**config.mk**
```make
export PLATFORM = sky130hd
export DESIGN_NAME = rd_engine_top
export DESIGN_NICKNAME = d
export VERILOG_FILES = /design/src/rd_engine_pkg.sv /design/src/rd_channel_gate.sv /design/src/rr_arbiter.sv /design/src/ar_issue.sv /design/src/r_response.sv /design/src/rd_engine_top.sv
export SDC_FILE = /design/constraint.sdc
export NUM_CORES = 1
export LEC_CHECK = 0
export BUFFER_PORTS_ARGS = -buffer_cell sky130_fd_sc_hd__buf_2
export CAP_MARGIN = 20
export CORE_AREA = 2 2 177 179
export DETAILED_ROUTE_END_ITERATION = 8
export DIE_AREA = 0 0 179 181
export PLACE_DENSITY = 0.56
export SYNTH_ARGS = -nofsm -noshare
export SYNTH_HDL_FRONTEND = slang
export SYNTH_HIERARCHICAL = 1
export SYNTH_SLANG_ARGS = --single-unit
```
**constraint.sdc**
```tcl
create_clock -name clk -period 2.6 [get_ports clk]
set_input_delay 0.13 -clock clk [delete_from_list [all_inputs] [get_ports clk]]
set_output_delay 0.13 -clock clk [all_outputs]
set_load 0.1 [all_outputs]
```
**src/rd_engine_pkg.sv**
```systemverilog
// Read burst engine shared definitions
// Widths, channel count and the AXI burst, response and arbiter enums

package rd_engine_pkg;

    // ========================================
    // Channel and bus sizes
    // ========================================
    localparam int NUM_CH  = 4;
    // Channel index width
    localparam int CH_W    = 2;
    localparam int ADDR_W  = 32;
    localparam int DATA_W  = 32;
    // Channel index sits in the low ID bits
    localparam int ID_W    = 4;
    // Remaining beats from the scheduler
    localparam int BEATS_W = 16;
    // Burst length, config beats and alloc size
    localparam int LEN_W   = 8;
    localparam int SPACE_W = 8;
    // log2 of bytes per 32-bit beat
    localparam int AXSIZE_VAL = 2;

    // ========================================
    // AXI encodings
    // ========================================
    typedef enum logic [1:0] {
        BURST_FIXED = 2'b00,
        BURST_INCR  = 2'b01,
        BURST_WRAP  = 2'b10
    } burst_e;

    typedef enum logic [1:0] {
        RESP_OKAY   = 2'b00,
        RESP_EXOKAY = 2'b01,
        RESP_SLVERR = 2'b10,
        RESP_DECERR = 2'b11
    } resp_e;

    // Arbiter FSM
    typedef enum logic {
        ARB_IDLE = 1'b0,
        ARB_HOLD = 1'b1
    } arb_state_e;

endpackage

```
**src/rd_channel_gate.sv**
```systemverilog
// Per-channel request gate
// Sizes the next burst, checks SRAM space and tracks the one outstanding burst

`timescale 1ns/1ps

module rd_channel_gate (
    input  logic                              clk,
    input  logic                              rst_n,
    input  logic                              sched_valid,
    input  logic [rd_engine_pkg::BEATS_W-1:0] sched_beats,
    input  logic [rd_engine_pkg::LEN_W-1:0]   cfg_xfer_beats,
    input  logic [rd_engine_pkg::SPACE_W-1:0] space_free,
    input  logic                              ack,
    input  logic                              burst_end,
    output logic                              request,
    output logic [rd_engine_pkg::LEN_W-1:0]   arlen
);

    // Configured burst as a beat count
    logic [rd_engine_pkg::BEATS_W-1:0] cfg_beats;
    // Remaining beats in burst-length form
    logic [rd_engine_pkg::BEATS_W-1:0] last_beat;
    // Beats the SRAM must hold, one bit wider than arlen
    logic [rd_engine_pkg::LEN_W:0]     need;
    logic                              space_ok;
    logic                              outstanding;

    // ========================================
    // Transfer size
    // ========================================
    assign cfg_beats = {{(rd_engine_pkg::BEATS_W - rd_engine_pkg::LEN_W){1'b0}},
                        cfg_xfer_beats} + 1'b1;
    assign last_beat = sched_beats - 1'b1;

    // Short tail goes out whole, else a full configured burst
    assign arlen = (sched_beats <= cfg_beats) ?
                   last_beat[rd_engine_pkg::LEN_W-1:0] : cfg_xfer_beats;

    // Space check against the whole burst
    assign need     = {1'b0, arlen} + 1'b1;
    assign space_ok = ({1'b0, space_free} >= need);

    // ========================================
    // Outstanding burst flag
    // ========================================
    // Set on AR acceptance, cleared once rlast for this channel is taken
    always_ff @(posedge clk or negedge rst_n) begin
        if (!rst_n) begin
            outstanding <= 1'b0;
        end else if (ack) begin
            outstanding <= 1'b1;
        end else if (burst_end) begin
            outstanding <= 1'b0;
        end
    end

    // Only compete when all three conditions hold
    assign request = sched_valid && space_ok && !outstanding;

endmodule

```
**src/rr_arbiter.sv**
```systemverilog
// Round-robin arbiter
// Registers one grant and holds it until the AR transfer acknowledges it

`timescale 1ns/1ps

module rr_arbiter (
    input  logic                             clk,
    input  logic                             rst_n,
    input  logic [rd_engine_pkg::NUM_CH-1:0] request,
    input  logic [rd_engine_pkg::NUM_CH-1:0] ack,
    output logic                             grant_valid,
    output logic [rd_engine_pkg::NUM_CH-1:0] grant,
    output logic [rd_engine_pkg::CH_W-1:0]   grant_idx
);

    rd_engine_pkg::arb_state_e state;
    // Highest-priority channel for the next pick
    logic [rd_engine_pkg::CH_W-1:0] ptr;
    logic [rd_engine_pkg::CH_W-1:0] pick_idx;
    logic                           pick_found;

    // ========================================
    // Rotating priority search
    // ========================================
    // First requester at or after the pointer, wrapping around
    always_comb begin
        logic [rd_engine_pkg::CH_W-1:0] idx;
        pick_idx   = ptr;
        pick_found = 1'b0;
        for (int i = 0; i < rd_engine_pkg::NUM_CH; i++) begin
            idx = ptr + i[rd_engine_pkg::CH_W-1:0];
            if (!pick_found && request[idx]) begin
                pick_idx   = idx;
                pick_found = 1'b1;
            end
        end
    end

    // ========================================
    // Grant FSM
    // ========================================
    always_ff @(posedge clk or negedge rst_n) begin
        if (!rst_n) begin
            state     <= rd_engine_pkg::ARB_IDLE;
            ptr       <= '0;
            grant     <= '0;
            grant_idx <= '0;
        end else begin
            case (state)
                rd_engine_pkg::ARB_IDLE: begin
                    if (pick_found) begin
                        // Registered grant, AR goes valid next cycle
                        grant           <= '0;
                        grant[pick_idx] <= 1'b1;
                        grant_idx       <= pick_idx;
                        state           <= rd_engine_pkg::ARB_HOLD;
                    end
                end
                rd_engine_pkg::ARB_HOLD: begin
                    // Hold through AR back-pressure
                    if (|(ack & grant)) begin
                        grant <= '0;
                        // Channel after the winner gets top priority
                        ptr   <= grant_idx + 1'b1;
                        state <= rd_engine_pkg::ARB_IDLE;
                    end
                end
                default: begin
                    state <= rd_engine_pkg::ARB_IDLE;
                end
            endcase
        end
    end

    assign grant_valid = (state == rd_engine_pkg::ARB_HOLD);

endmodule

```
**src/ar_issue.sv**
```systemverilog
// AR command issue
// Muxes the granted channel onto AR, acknowledges the grant, and pulses
// the SRAM allocation and the scheduler done strobe after each transfer

`timescale 1ns/1ps

module ar_issue (
    input  logic                                                     clk,
    input  logic                                                     rst_n,
    input  logic                                                     grant_valid,
    input  logic [rd_engine_pkg::NUM_CH-1:0]                         grant,
    input  logic [rd_engine_pkg::CH_W-1:0]                           grant_idx,
    input  logic [rd_engine_pkg::NUM_CH-1:0][rd_engine_pkg::ADDR_W-1:0] sched_addr,
    input  logic [rd_engine_pkg::NUM_CH-1:0][rd_engine_pkg::LEN_W-1:0]  chan_arlen,
    input  logic                                                     arready,
    output logic [rd_engine_pkg::NUM_CH-1:0]                         ack,
    output logic                                                     arvalid,
    output logic [rd_engine_pkg::ID_W-1:0]                           arid,
    output logic [rd_engine_pkg::ADDR_W-1:0]                         araddr,
    output logic [rd_engine_pkg::LEN_W-1:0]                          arlen,
    output logic [2:0]                                               arsize,
    output rd_engine_pkg::burst_e                                    arburst,
    output logic                                                     alloc_req,
    output logic [rd_engine_pkg::LEN_W-1:0]                          alloc_size,
    output logic [rd_engine_pkg::ID_W-1:0]                           alloc_id,
    output logic [rd_engine_pkg::NUM_CH-1:0]                         sched_done,
    output logic [rd_engine_pkg::NUM_CH-1:0][rd_engine_pkg::BEATS_W-1:0] sched_beats_done
);

    logic                              ar_xfer;
    // Burst beat count in allocation and scheduler widths
    logic [rd_engine_pkg::LEN_W-1:0]   alloc_beats;
    logic [rd_engine_pkg::BEATS_W-1:0] done_beats;

    // ========================================
    // AR bus
    // ========================================
    // Grant is registered, so every field stays stable until accepted
    assign arvalid = grant_valid;
    assign arid    = {{(rd_engine_pkg::ID_W - rd_engine_pkg::CH_W){1'b0}}, grant_idx};
    assign araddr  = sched_addr[grant_idx];
    assign arlen   = chan_arlen[grant_idx];
    assign arsize  = 3'(rd_engine_pkg::AXSIZE_VAL);
    assign arburst = rd_engine_pkg::BURST_INCR;

    assign ar_xfer = arvalid && arready;

    // Back to the arbiter and the granted channel's gate
    assign ack = grant & {rd_engine_pkg::NUM_CH{ar_xfer}};

    assign alloc_beats = arlen + 1'b1;
    assign done_beats  = {{(rd_engine_pkg::BEATS_W - rd_engine_pkg::LEN_W){1'b0}}, arlen}
                         + 1'b1;

    // ========================================
    // Allocation pulse and done strobe
    // ========================================
    // One-cycle pulses in the cycle after the AR transfer
    always_ff @(posedge clk or negedge rst_n) begin
        if (!rst_n) begin
            alloc_req  <= 1'b0;
            sched_done <= '0;
        end else begin
            alloc_req  <= ar_xfer;
            sched_done <= ack;
        end
    end

    // Payload, beat counts hold between strobes
    always_ff @(posedge clk) begin
        if (ar_xfer) begin
            alloc_size                  <= alloc_beats;
            alloc_id                    <= arid;
            sched_beats_done[grant_idx] <= done_beats;
        end
    end

endmodule

```
**src/r_response.sv**
```systemverilog
// R channel handler
// Zero-latency pass-through to SRAM, burst-end decode and sticky errors

`timescale 1ns/1ps

module r_response (
    input  logic                             clk,
    input  logic                             rst_n,
    input  logic                             rvalid,
    input  logic [rd_engine_pkg::ID_W-1:0]   rid,
    input  logic [rd_engine_pkg::DATA_W-1:0] rdata,
    input  rd_engine_pkg::resp_e             rresp,
    input  logic                             rlast,
    input  logic                             sram_ready,
    output logic                             rready,
    output logic                             sram_valid,
    output logic [rd_engine_pkg::ID_W-1:0]   sram_id,
    output logic [rd_engine_pkg::DATA_W-1:0] sram_data,
    output logic [rd_engine_pkg::NUM_CH-1:0] burst_end,
    output logic [rd_engine_pkg::NUM_CH-1:0] sched_error
);

    logic                           beat;
    // Channel carried in the low ID bits
    logic [rd_engine_pkg::CH_W-1:0] rch;

    // SRAM back-pressure reaches the slave directly
    assign rready     = sram_ready;
    assign sram_valid = rvalid;
    assign sram_id    = rid;
    assign sram_data  = rdata;

    assign beat = rvalid && rready;
    assign rch  = rid[rd_engine_pkg::CH_W-1:0];

    // Last accepted beat of a channel's burst
    always_comb begin
        burst_end      = '0;
        burst_end[rch] = beat && rlast;
    end

    // Sticky per channel, only reset clears it
    always_ff @(posedge clk or negedge rst_n) begin
        if (!rst_n) begin
            sched_error <= '0;
        end else if (beat && (rresp != rd_engine_pkg::RESP_OKAY)) begin
            sched_error[rch] <= 1'b1;
        end
    end

endmodule

```
**src/rd_engine_top.sv**
```systemverilog
// Four-channel read burst engine
// Space-aware round-robin AR issue with SRAM pre-allocation and a
// straight R-to-SRAM data path

`timescale 1ns/1ps

module rd_engine_top (
    input  logic                                                        clk,
    input  logic                                                        rst_n,
    // Scheduler side
    input  logic [rd_engine_pkg::NUM_CH-1:0]                            sched_valid,
    input  logic [rd_engine_pkg::NUM_CH-1:0][rd_engine_pkg::ADDR_W-1:0]  sched_addr,
    input  logic [rd_engine_pkg::NUM_CH-1:0][rd_engine_pkg::BEATS_W-1:0] sched_beats,
    input  logic [rd_engine_pkg::LEN_W-1:0]                             cfg_xfer_beats,
    output logic [rd_engine_pkg::NUM_CH-1:0]                            sched_done,
    output logic [rd_engine_pkg::NUM_CH-1:0][rd_engine_pkg::BEATS_W-1:0] sched_beats_done,
    output logic [rd_engine_pkg::NUM_CH-1:0]                            sched_error,
    // SRAM side
    output logic                                                        alloc_req,
    output logic [rd_engine_pkg::LEN_W-1:0]                             alloc_size,
    output logic [rd_engine_pkg::ID_W-1:0]                              alloc_id,
    input  logic [rd_engine_pkg::NUM_CH-1:0][rd_engine_pkg::SPACE_W-1:0] space_free,
    output logic                                                        sram_valid,
    output logic [rd_engine_pkg::ID_W-1:0]                              sram_id,
    output logic [rd_engine_pkg::DATA_W-1:0]                            sram_data,
    input  logic                                                        sram_ready,
    // AXI AR channel
    output logic                                                        arvalid,
    input  logic                                                        arready,
    output logic [rd_engine_pkg::ID_W-1:0]                              arid,
    output logic [rd_engine_pkg::ADDR_W-1:0]                            araddr,
    output logic [rd_engine_pkg::LEN_W-1:0]                             arlen,
    output logic [2:0]                                                  arsize,
    output rd_engine_pkg::burst_e                                       arburst,
    // AXI R channel
    input  logic                                                        rvalid,
    output logic                                                        rready,
    input  logic [rd_engine_pkg::ID_W-1:0]                              rid,
    input  logic [rd_engine_pkg::DATA_W-1:0]                            rdata,
    input  rd_engine_pkg::resp_e                                        rresp,
    input  logic                                                        rlast
);

    logic [rd_engine_pkg::NUM_CH-1:0]                           arb_request;
    logic [rd_engine_pkg::NUM_CH-1:0][rd_engine_pkg::LEN_W-1:0] chan_arlen;
    logic                                                       grant_valid;
    logic [rd_engine_pkg::NUM_CH-1:0]                           grant;
    logic [rd_engine_pkg::CH_W-1:0]                             grant_idx;
    // AR acceptance per channel
    logic [rd_engine_pkg::NUM_CH-1:0]                           ack;
    // rlast accepted per channel
    logic [rd_engine_pkg::NUM_CH-1:0]                           burst_end;

    // ========================================
    // Channel gates
    // ========================================
    for (genvar ch = 0; ch < rd_engine_pkg::NUM_CH; ch++) begin : gen_gate
        rd_channel_gate u_gate (
            .clk            (clk),
            .rst_n          (rst_n),
            .sched_valid    (sched_valid[ch]),
            .sched_beats    (sched_beats[ch]),
            .cfg_xfer_beats (cfg_xfer_beats),
            .space_free     (space_free[ch]),
            .ack            (ack[ch]),
            .burst_end      (burst_end[ch]),
            .request        (arb_request[ch]),
            .arlen          (chan_arlen[ch])
        );
    end

    rr_arbiter u_arbiter (
        .clk         (clk),
        .rst_n       (rst_n),
        .request     (arb_request),
        .ack         (ack),
        .grant_valid (grant_valid),
        .grant       (grant),
        .grant_idx   (grant_idx)
    );

    // ========================================
    // AR issue and R return
    // ========================================
    ar_issue u_ar_issue (
        .clk              (clk),
        .rst_n            (rst_n),
        .grant_valid      (grant_valid),
        .grant            (grant),
        .grant_idx        (grant_idx),
        .sched_addr       (sched_addr),
        .chan_arlen       (chan_arlen),
        .arready          (arready),
        .ack              (ack),
        .arvalid          (arvalid),
        .arid             (arid),
        .araddr           (araddr),
        .arlen            (arlen),
        .arsize           (arsize),
        .arburst          (arburst),
        .alloc_req        (alloc_req),
        .alloc_size       (alloc_size),
        .alloc_id         (alloc_id),
        .sched_done       (sched_done),
        .sched_beats_done (sched_beats_done)
    );

    r_response u_r_response (
        .clk         (clk),
        .rst_n       (rst_n),
        .rvalid      (rvalid),
        .rid         (rid),
        .rdata       (rdata),
        .rresp       (rresp),
        .rlast       (rlast),
        .sram_ready  (sram_ready),
        .rready      (rready),
        .sram_valid  (sram_valid),
        .sram_id     (sram_id),
        .sram_data   (sram_data),
        .burst_end   (burst_end),
        .sched_error (sched_error)
    );

endmodule

```
; ---- After elaboration in Yosys (flattened, before gate mapping)
; Index checks and enable logic that the tools add are counted.
[classes]
n_mul = 0
mux = 44
n_eq_ne = 2
shifts = 0
bitwise_logic = 5
n_div = 0
reduce_logical = 34
addsub = 15
order_cmp = 18
[op_table]
columns = cell, count
row1 = 32-bit binary-select mux with 2-bit select, 1
row2 = 64-bit bitwise mux, 1
row3 = 16-bit by 9-bit <= comparator with 1-bit output, 4
row4 = "8-bit by 1-bit adder with 9-bit output, second input constant", 6
row5 = 8-bit 2-to-1 mux, 5
row6 = 8-bit by 9-bit >= comparator with 1-bit output, 4
row7 = 16-bit demux with 2-bit select, 1
row8 = 32-bit 2-to-1 mux, 1
row9 = "8-bit by 1-bit subtractor with 8-bit output, second input constant", 4
row10 = "2-bit by 3-bit < comparator with 1-bit output, second input constant", 7
row11 = 1-bit 2-to-1 mux, 20
row12 = 1-bit logical AND, 18
row13 = 8-bit binary-select mux with 2-bit select, 1
row14 = 16-bit 2-to-1 mux, 1
row15 = 4-bit bitwise AND, 3
row16 = 2-bit nonzero test, 5
row17 = "8-bit by 1-bit adder with 8-bit output, second input constant", 1
row18 = 1-bit binary-select mux with 2-bit select, 4
row19 = 4-bit 2-to-1 mux, 2
row20 = 4-bit case mux with 2 select lines, 1
row21 = 1-bit logical NOT, 7
row22 = "2-bit by 1-bit >= comparator with 1-bit output, second input constant", 3
row23 = 2-bit 2-to-1 mux, 3
row24 = 2-bit AND reduction, 3
row25 = 9 further kinds, 12
[totals]
input_bits = 280
wordCells = 135
ram_bits = 0
ff_bits = 96
latch_bits = 0
mem_count = 0
output_inout_bits = 173
rom_bits = 0

; ---- Depth between registers and ports, before layout
; Gate-level depths: netlist of run 1.
[depth]
ltp_word = 25
depth_mapped = 27

; ---- By module
; Netlist of run 1, hierarchy kept.
[modules_own_cells]
columns = mod, seq_area_each_um2, area_each_um2, instances, cells_per_inst
row1 = rd_channel_gate at gen_gate[0].u_gate ..., 25.0, 1126.1, 3, 150
row2 = ar_issue, 1506.4, 2977.9, 1, 171
row3 = rd_channel_gate at gen_gate[3].u_gate, 25.0, 1011.0, 1, 134
row4 = rr_arbiter, 225.2, 511.7, 1, 46
row5 = r_response, 100.1, 474.2, 1, 56

; ---- Worst setup path before layout of run 1
; OpenSTA, ideal clock, no wires.
[synth_path]
path_type = input -> register
start = input port cfg_xfer_beats[4] (netlist name)
end = register u_arbiter/grant[3] (netlist name)
path_buffers = 2
path_slack_ns = -2.467
arrival_ns = 4.946
required_ns = 2.478
path_stages = 25
cell_sequence = clkbuf_1 nand4_1 xor2_1 ha_1 a211oi_1 o211ai_1 o41ai_4 buf_2 nand2_1 o21a_1 ha_1 nor3b_1 a31oi_1 mux2i_1 xnor2_1 a21oi_1 ha_1 nand2_1 a21oi_1 a2111oi_0 nor3_1 and2b_2 a21oi_1 o211a_1 a32o_1
[synth_rtl]
columns = item, line_no
row1 = "start, declared", rd_engine_top.sv:14  ; input logic [rd_engine_pkg::LEN_W-1:0] cfg_xfer_beats,
row2 = "end signal, assigned", rr_arbiter.sv:46  ; grant <= '0;
row3 = "end signal, assigned", rr_arbiter.sv:53  ; grant <= '0;
row4 = "end signal, assigned by index", rr_arbiter.sv:54  ; grant[pick_idx] <= 1'b1;
row5 = "end, declared", rr_arbiter.sv:12  ; output logic [rd_engine_pkg::NUM_CH-1:0] grant,

==> metrics.md, run 1 <==
| Metric | Value |
|---|---|
| CP required | `between 2000 and 3000 ps` |
| TritonCTS clock tree | `yes` |
| Post-synth ARST share | `0.324` |
| Synth area leader | `edfxtp_1` |
| Largest net degree at the start of global routing | `39` |
| Crit end category | `register` |
| Total power | `around 4.9 mW` |
| Clock Latency Late Sink | `320 ps` |
| Drt first-iter violations | `roughly 470` |
| GR Util All Layers | `0.190` |
| Post-synth EDFFs | `46` |
| Mux share of post-synthesis cell area | `0.149` |
| Seq/Total Area, Yosys | `0.231` |
| RSZ-0062 raised after global routing | `yes` |
| IO buf count | `around 350` |
| Wire length per cell | `~18 um` |
| Design area | `~13,000 um2` |
| Max stage delay on crit path | `around 370 ps` |
| Clk buf depth | `2` |
| Post-DRT Antenna Nets | `0` |
| Skew final | `between 3 and 4 ps` |
| Primary FF master, synth | `edfxtp_1` |
| Worst Path Class, Setup | `in2reg` |
| Initial antenna violation count | `3` |
| Largest family of logic cells by synthesized area | `simple AND/OR/NAND/NOR gates` |
| Min Hold Slack | `between 70 and 80 ps` |
| Initial core utilization | `0.275` |
| Slew Viols, Final | `0` |
| Clk sinks | `between 60 and 70` |
| GPL Wtd Cong | `around 0.91` |
| Max Freq | `roughly 210 MHz` |
| Core area | `~30,000 um2` |
| Htree depth | `3` |
| Synth Area in Adders | `0.121` |
| Synth Area in Simple Gates | `0.154` |
| Drc violations | `0` |
| Row cnt | `between 60 and 70` |
| Violated checks | `setup timing` |
| Final worst path period need | `around 4700 ps` |
| Max VDD drop | `between 0.3 and 0.4 mV` |
| Num CTS Buffers | `9` |
| GR Overflow Total | `0` |
| Mapped Area | `between 8000 and 9000 um2` |
| Area delta synth->final | `60.6%` |
| XOR/XNOR Fraction of Synth Area | `0.0954` |
| Total number of vias | `roughly 8,600` |
| Post-Syn Area per Cell | `9.75 um2` |
| Die width | `between 150 and 200 um` |
| CP Launch Type | `primary input` |
| Slew @ Worst Pin | `535 ps` |
| Vias per cell | `approximately 4.8` |
| CTS clk-pin slew, worst paths | `approximately 50 ps` |
| Detailed Route WL | `32,300 um` |
| Io pins | `roughly 450` |
| Crit path top cell by count | `ha_1` |
| DP Area | `11,700 um2` |
| Detail Placement HPWL | `about 27,000 um` |
| Final WS setup | `-2060 ps` |
| Layout cell share with drive strength beyond 1 | `0.585` |
| Final setup fails | `59` |
| P_leak | `6.06 nW` |
| Hold crit path type | `in2reg` |
| Die Ht | `between 150 and 200 um` |
| Final Util | `0.442` |
| Worst path arrival time | `4880 ps` |
| Synth top area cells | `edfxtp_1 17%, ha_1 12%, mux4_2 11%` |
| Pwr per Cell Area | `about 370 nW/um2` |
| Synth Area in Compound Gates | `0.135` |
| #FFs+latches synth | `between 60 and 70` |
| Global-route wire length before repair | `47,900 um` |
| Synth top area share | `0.165` |
| Crit path max fanout | `5` |
| Final hold viol count | `0` |
| Vias in the first global route | `roughly 8,600` |
| Clk root buf | `clkbuf_16` |
| Netlist cell types | `roughly 70` |
| Slowest CP cell | `o41ai_4` |
| Final period util | `1.79` |
| Max Cap Viol | `0` |
| Headroom to the max-slew limit | `0.643` |
| Die area | `about 32,000 um2` |
| Post-layout net count | `approximately 1,800` |
| Cells after Synth | `approximately 860` |
| Fill count | `between 2,000 and 3,000` |
| Status | `finished, violations left` |
| Fin Setup TNS | `-63,740 ps` |
| First drt pass iteration count | `5` |
| Yosys warns | `6` |
==> final cells by class <==
class	count	area (um2)	share of cell area
Antenna cell	1	2.50	0.000187
Clock buffer	10	229	0.0171
Clock inverter	6	113	0.00840
Inverter	43	169	0.0126
Multi-Input combinational cell	669	6340	0.472
Sequential cell	68	1930	0.144
Tap cell	396	495	0.0369
Timing Repair Buffer	610	4130	0.308
==> registers in the layout, summed over array words and instances (netlist names) <==
| name | count |
|---|---|
| u_arbiter/grant_idx | 2 |
| u_ar_issue/sched_beats_done | 36 |
| u_ar_issue/alloc_id | 2 |
| u_ar_issue/alloc_req | 1 |
| u_ar_issue/sched_done | 4 |
| u_r_response/sched_error | 4 |
| u_arbiter/grant_valid | 1 |
| gen_gate.u_gate/outstanding | 4 |
| u_arbiter/ptr | 2 |
| u_ar_issue/alloc_size | 8 |
| u_arbiter/grant | 4 |
==> cells in the final DEF, fill, tap and decap left out, types with 8 or more instances in the layout <==
| cell type | instances |
|---|---|
| buf_6 | 52 |
| o21ai_0 | 15 |
| o21ai_1 | 9 |
| xor2_1 | 29 |
| conb_1 | 37 |
| buf_2 | 333 |
| inv_1 | 39 |
| buf_4 | 206 |
| nor2_2 | 8 |
| nor3_1 | 16 |
| mux2i_1 | 10 |
| mux2_2 | 12 |
| ha_1 | 69 |
| nor2_1 | 54 |
| mux2_4 | 9 |
| a21oi_2 | 16 |
| clkbuf_16 | 9 |
| a21oi_1 | 23 |
| ha_4 | 8 |
| nor2b_1 | 16 |
| buf_12 | 11 |
| edfxtp_1 | 46 |
| nand2_1 | 40 |
| mux4_2 | 40 |
| nand4_1 | 15 |
| o211ai_1 | 13 |
| dfrtp_1 | 20 |
| xnor2_1 | 48 |
| nand3_1 | 15 |
==> where the power goes <==
| part | switching, mW | total (mW) | internal (mW) |
|---|---|---|---|
| clock | 0.441 | 1.38 | 0.938 |
| sequential | 0.00929 | 1.21 | 1.20 |
| combinational | 1.45 | 2.31 | 0.863 |
| total | 1.90 | 4.90 | 3.00 |
==> cells by family after synthesis <==
family                   count (synthesis)
AO/OA/AOI/OAI                          151
XOR/XNOR                                91
adder cells (fa/ha/maj)                 81
buffers and inverters                  155
flip-flops                              68
multiplexers                            71
other                                    2
AND/OR/NAND/NOR                        238
==> final timing paths <==
check / from / endpoint / slack (ps) / cells after the start
max reg2reg: u_arbiter/grant_idx[0]$_DFFE_PN0P_ / u_ar_issue/sched_beats_done[36]$_DFFE_PP_ / 470 / 5
min reg2reg: u_r_response/sched_error[0]$_DFFE_PN0P_ / u_r_response/sched_error[0]$_DFFE_PN0P_ / 460 / 2
min in group asynchronous: rst_n / u_r_response/sched_error[0]$_DFFE_PN0P_ / 350 / 2
min: rid[1] / u_r_response/sched_error[0]$_DFFE_PN0P_ / 80 / 2
max: cfg_xfer_beats[2] / u_arbiter/grant[0]$_DFFE_PN0P_ / -2060 / 26
max in group asynchronous: rst_n / u_arbiter/grant_idx[0]$_DFFE_PN0P_ / 1860 / 2
==> routing by layer <==
metal,part of all wire,track usage
met5,0.00084,0
met4,0.014,0.0332
met3,0.079,0.0410
met2,0.45,0.292
met1,0.46,0.275
==> critical path: cells and delay by family <==
kind / cells / cell delay [ps]
adders and majority gates: 3 / 800
xor gates and xnor gates: 2 / 350
and+or+nand+nor: 6 / 630
muxes: 1 / 240
AOI/OAI and AO/OA: 11 / 2310
buffers and inverters: 3 / 400
==> synth_stat cells, types with 4 or more instances <==
cell type   n
o211ai_1   13
nand2b_1    6
nand2_1    48
edfxtp_1   46
nor3b_1     5
xnor2_1    54
and2_1      6
o21ai_0    24
o41ai_4     4
a21oi_1    39
nor4_4      4
ha_1       81
nor3_1     19
nor2_1     63
a211o_1     4
dfrtp_1    22
nor2b_1    17
a211oi_1    6
a31oi_1     7
mux2_2     19
buf_4      82
o21a_1      5
clkbuf_1   13
or3_1       4
mux4_2     39
inv_1      42
o2111ai_1   9
mux2i_1    10
buf_6       6
nand4_1    15
buf_2      11
xor2_1     37
nand3_1    23
and3_1      6
o21bai_1    7
==> repair_timing <==
| action | in CTS | in global routing |
|---|---|---|
| pin swaps | 53 | 39 |
| resized for setup | 169 | 35 |
| hold endpoints to repair | 22 | 0 |
| buffers inserted | 52 | 24 |
| endpoints found under the setup margin | 59 | 59 |
| hold buffers | 1 | 0 |
| cloned | 0 | 0 |
==> metrics by stage <==
stage / cells / setup slack, ps
detailed placement: 1723 / -2520
global placement: 1723 / -2440
CTS: 1789 / -1880
global route: 1802 / -2300
floorplan: 892 / -2140
finish: 1803 / -2060
Power figures use the tool's default switching activity.
==> run 2: changes to the inputs <==
--- a/config.mk
+++ b/config.mk
@@ -11,6 +11,7 @@
 export DETAILED_ROUTE_END_ITERATION = 8
 export DIE_AREA = 0 0 179 181
 export PLACE_DENSITY = 0.56
+export RECOVER_POWER = 50
 export SYNTH_ARGS = -nofsm -noshare
 export SYNTH_HDL_FRONTEND = slang
 export SYNTH_HIERARCHICAL = 1
==> run 2 against run 1 <==
  * The run still ends with setup timing left
  * Maximum frequency hardly changed
  * Worst setup slack hardly changed
  * Clock skew hardly changed
  * Non-clock buffer count stayed put
  * Highest routed layer unchanged
  * Sequential share of layout area hardly changed
  * Critical path depth stayed put
  * Register-to-register slack worse by 230 ps
  * Global-route usage stayed put
  * Combinational power hardly changed
  * Count of clock-buffer cells in the layout stayed put
  * Cell area is 0.40% lower
==> metrics.md, run 2 (synthesis results as in run 1) <==
| Metric | Value |
|---|---|
| Status | `finished, violations left` |
| Violated checks | `setup timing` |
| RSZ-0062 raised after global routing | `yes` |
| Num CTS Buffers | `9` |
| Fill count | `2,922` |
| Post-layout net count | `between 1,500 and 2,000` |
| Post-DRT Antenna Nets | `0` |
| TritonCTS clock tree | `yes` |
| Worst Path Class, Setup | `in2reg` |
| CTS clk-pin slew, worst paths | `around 50 ps` |
| Design area | `about 13,000 um2` |
| Worst path arrival time | `about 4900 ps` |
| Detail Placement HPWL | `~27,000 um` |
| Clock Latency Late Sink | `approximately 320 ps` |
| Clk root buf | `clkbuf_16` |
| Crit path max fanout | `5` |
| Max VDD drop | `around 0.34 mV` |
| Slew @ Worst Pin | `~1300 ps` |
| IO buf count | `347` |
| Final Util | `0.440` |
| Die area | `roughly 32,000 um2` |
| P_leak | `around 6.0 nW` |
| Final hold viol count | `0` |
| Skew final | `between 2 and 3 ps` |
| Hold Crit Start | `rid[1]` |
| Final setup fails | `59` |
| Hold crit path type | `in2reg` |
| Initial antenna violation count | `3` |
| Min Hold Slack | `between 70 and 80 ps` |
| Area delta synth->final | `59.9%` |
| CP required | `about 2800 ps` |
| GR Util All Layers | `0.190` |
| R2R Setup Slk | `between 200 and 250 ps` |
| Crit path top cell by count | `ha_1` |
| Crit path buffers/inverters | `3` |
| Row cnt | `64` |
| Reg2reg start | `u_arbiter/grant_idx[0]$_DFFE_PN0P_` |
| Drt first-iter violations | `459` |
| Largest net degree at the start of global routing | `39` |
| Pwr per Cell Area | `approximately 370 nW/um2` |
| Htree depth | `3` |
| First drt pass iteration count | `5` |
| Max Freq | `roughly 210 MHz` |
| Biggest regs | `u_ar_issue/sched_beats_done x36, u_ar_issue/alloc_size x8` |
| Biggest register | `u_ar_issue/sched_beats_done` |
| Slew Viols, Final | `0` |
| CP delay by family, top | `compound AO/OA/AOI/OAI gates` |
| Headroom to the max-slew limit | `0.143` |
| Vias in the first global route | `around 8,600` |
| Crit end category | `register` |
| WHS Path Cells | `2` |
| Wire length per cell | `about 18 um` |
| Die Ht | `approximately 180 um` |
| Clk sinks | `just under 70` |
| Vias per cell | `roughly 4.8` |
| Io pins | `~450` |
| Commonest non-fill, non-tap cell in the layout | `buf_2` |
| CP startpoint | `cfg_xfer_beats[2]` |
| Clk buf depth | `2` |
| Detailed Route WL | `32,300 um` |
| Reg-to-reg endpoint | `u_ar_issue/sched_beats_done[36]$_DFFE_PP_` |
| GR Overflow Total | `0` |
| Hold Path End | `u_r_response/sched_error[0]$_DFFE_PN0P_` |
| Final period util | `1.79` |
| Most frequent cells in the layout | `295 x buf_2, 206 x buf_4, 69 x ha_1` |
| Max reg flops | `36` |
| Max Cap Viol | `0` |
| Final WS setup | `-2060 ps` |
| Placed cell count | `1,723` |
| Drc violations | `0` |
| Slowest CP cell | `o41ai_4` |
| Max stage delay on crit path | `between 300 and 400 ps` |
| Global-route wire length before repair | `approximately 48,000 um` |
| Layout cell share with drive strength beyond 1 | `0.557` |
| Fin Setup TNS | `-63,840 ps` |
| DP Area | `approximately 12,000 um2` |
| Layout Cells excl Fill | `approximately 1,800` |
| Total power | `between 4 and 5 mW` |
| Initial core utilization | `0.275` |
| Total number of vias | `8,586` |
| CP Launch Type | `primary input` |
| Core area | `between 30,000 and 40,000 um2` |
| DP Worst Slack | `-2520 ps` |
| Worst r2r path cells | `5` |
| Die width | `~180 um` |
| GPL Wtd Cong | `approximately 0.91` |
| Final worst path period need | `4660 ps` |
==> run 2: cell count changes in the layout (fill, tap and decap cells not counted) <==
cell / change
dfrtp_1: +1
dfrtp_2: -1
buf_2: -38
o31ai_2: -1
clkbuf_1: +38
o31ai_1: +1
==> run 2: what timing repair did <==
item                       in CTS  in global routing
setup buffers                  52                 24
cloned                          0                  0
resized for setup             169                 35
pin swaps                      53                 39
setup endpoints to repair      59                 59
hold buffers                    1                  0
hold endpoints to repair       22                  0
==> run 2: worst reg2reg max path, stage by stage, from the launching register on <==
cell and delay [ps]:
dfrtp_1 800, mux4_2 720, ha_4 250, buf_4 140, nand3_4 90, xnor2_4 90
==> run 2: report_power, final <==
| part | internal (mW) | total, mW | switching, mW |
|---|---|---|---|
| registers | 1.20 | 1.21 | 0.00978 |
| logic | 0.858 | 2.31 | 1.45 |
| clock network | 0.938 | 1.38 | 0.440 |
| total | 3.00 | 4.89 | 1.90 |
==> run 2: final cells by class <==
cell class / instances / area, um2 / share of cell area
multi-input cells: 669 / 6330 / 0.474
clock buffers: 10 / 229 / 0.0171
well taps: 396 / 495 / 0.0371
repair buffers: 610 / 4090 / 0.306
clock inverters: 6 / 113 / 0.00843
flip-flops and latches: 68 / 1930 / 0.145
diodes: 1 / 2.50 / 0.000187
inverters: 43 / 169 / 0.0126
==> run 2: per-layer routing <==
metal / wire [um] / GRT usage / share of wire / vias up
met2: 14400 / 0.292 / 0.45 / 341
met5: 27 / 0 / 0.00084 / -
met3: 2460 / 0.0410 / 0.076 / 41
met4: 473 / 0.0332 / 0.015 / 4
li1: - / - / - / 4123
met1: 15000 / 0.275 / 0.46 / 4077
==> run 2: worst max-delay path by stage <==
| stage | to | slack, ps | depth (start not counted) |
|---|---|---|---|
| after floorplan | u_arbiter/grant[3]$_DFFE_PN0P_ | -2140 | 25 |
| after global placement | u_arbiter/grant[3]$_DFFE_PN0P_ | -2440 | 29 |
| after detailed placement | u_arbiter/grant[0]$_DFFE_PN0P_ | -2520 | 29 |
| after CTS | u_arbiter/grant[0]$_DFFE_PN0P_ | -1880 | 29 |
| after global routing | u_arbiter/grant[0]$_DFFE_PN0P_ | -2300 | 26 |
| final | u_arbiter/grant[0]$_DFFE_PN0P_ | -2060 | 26 |
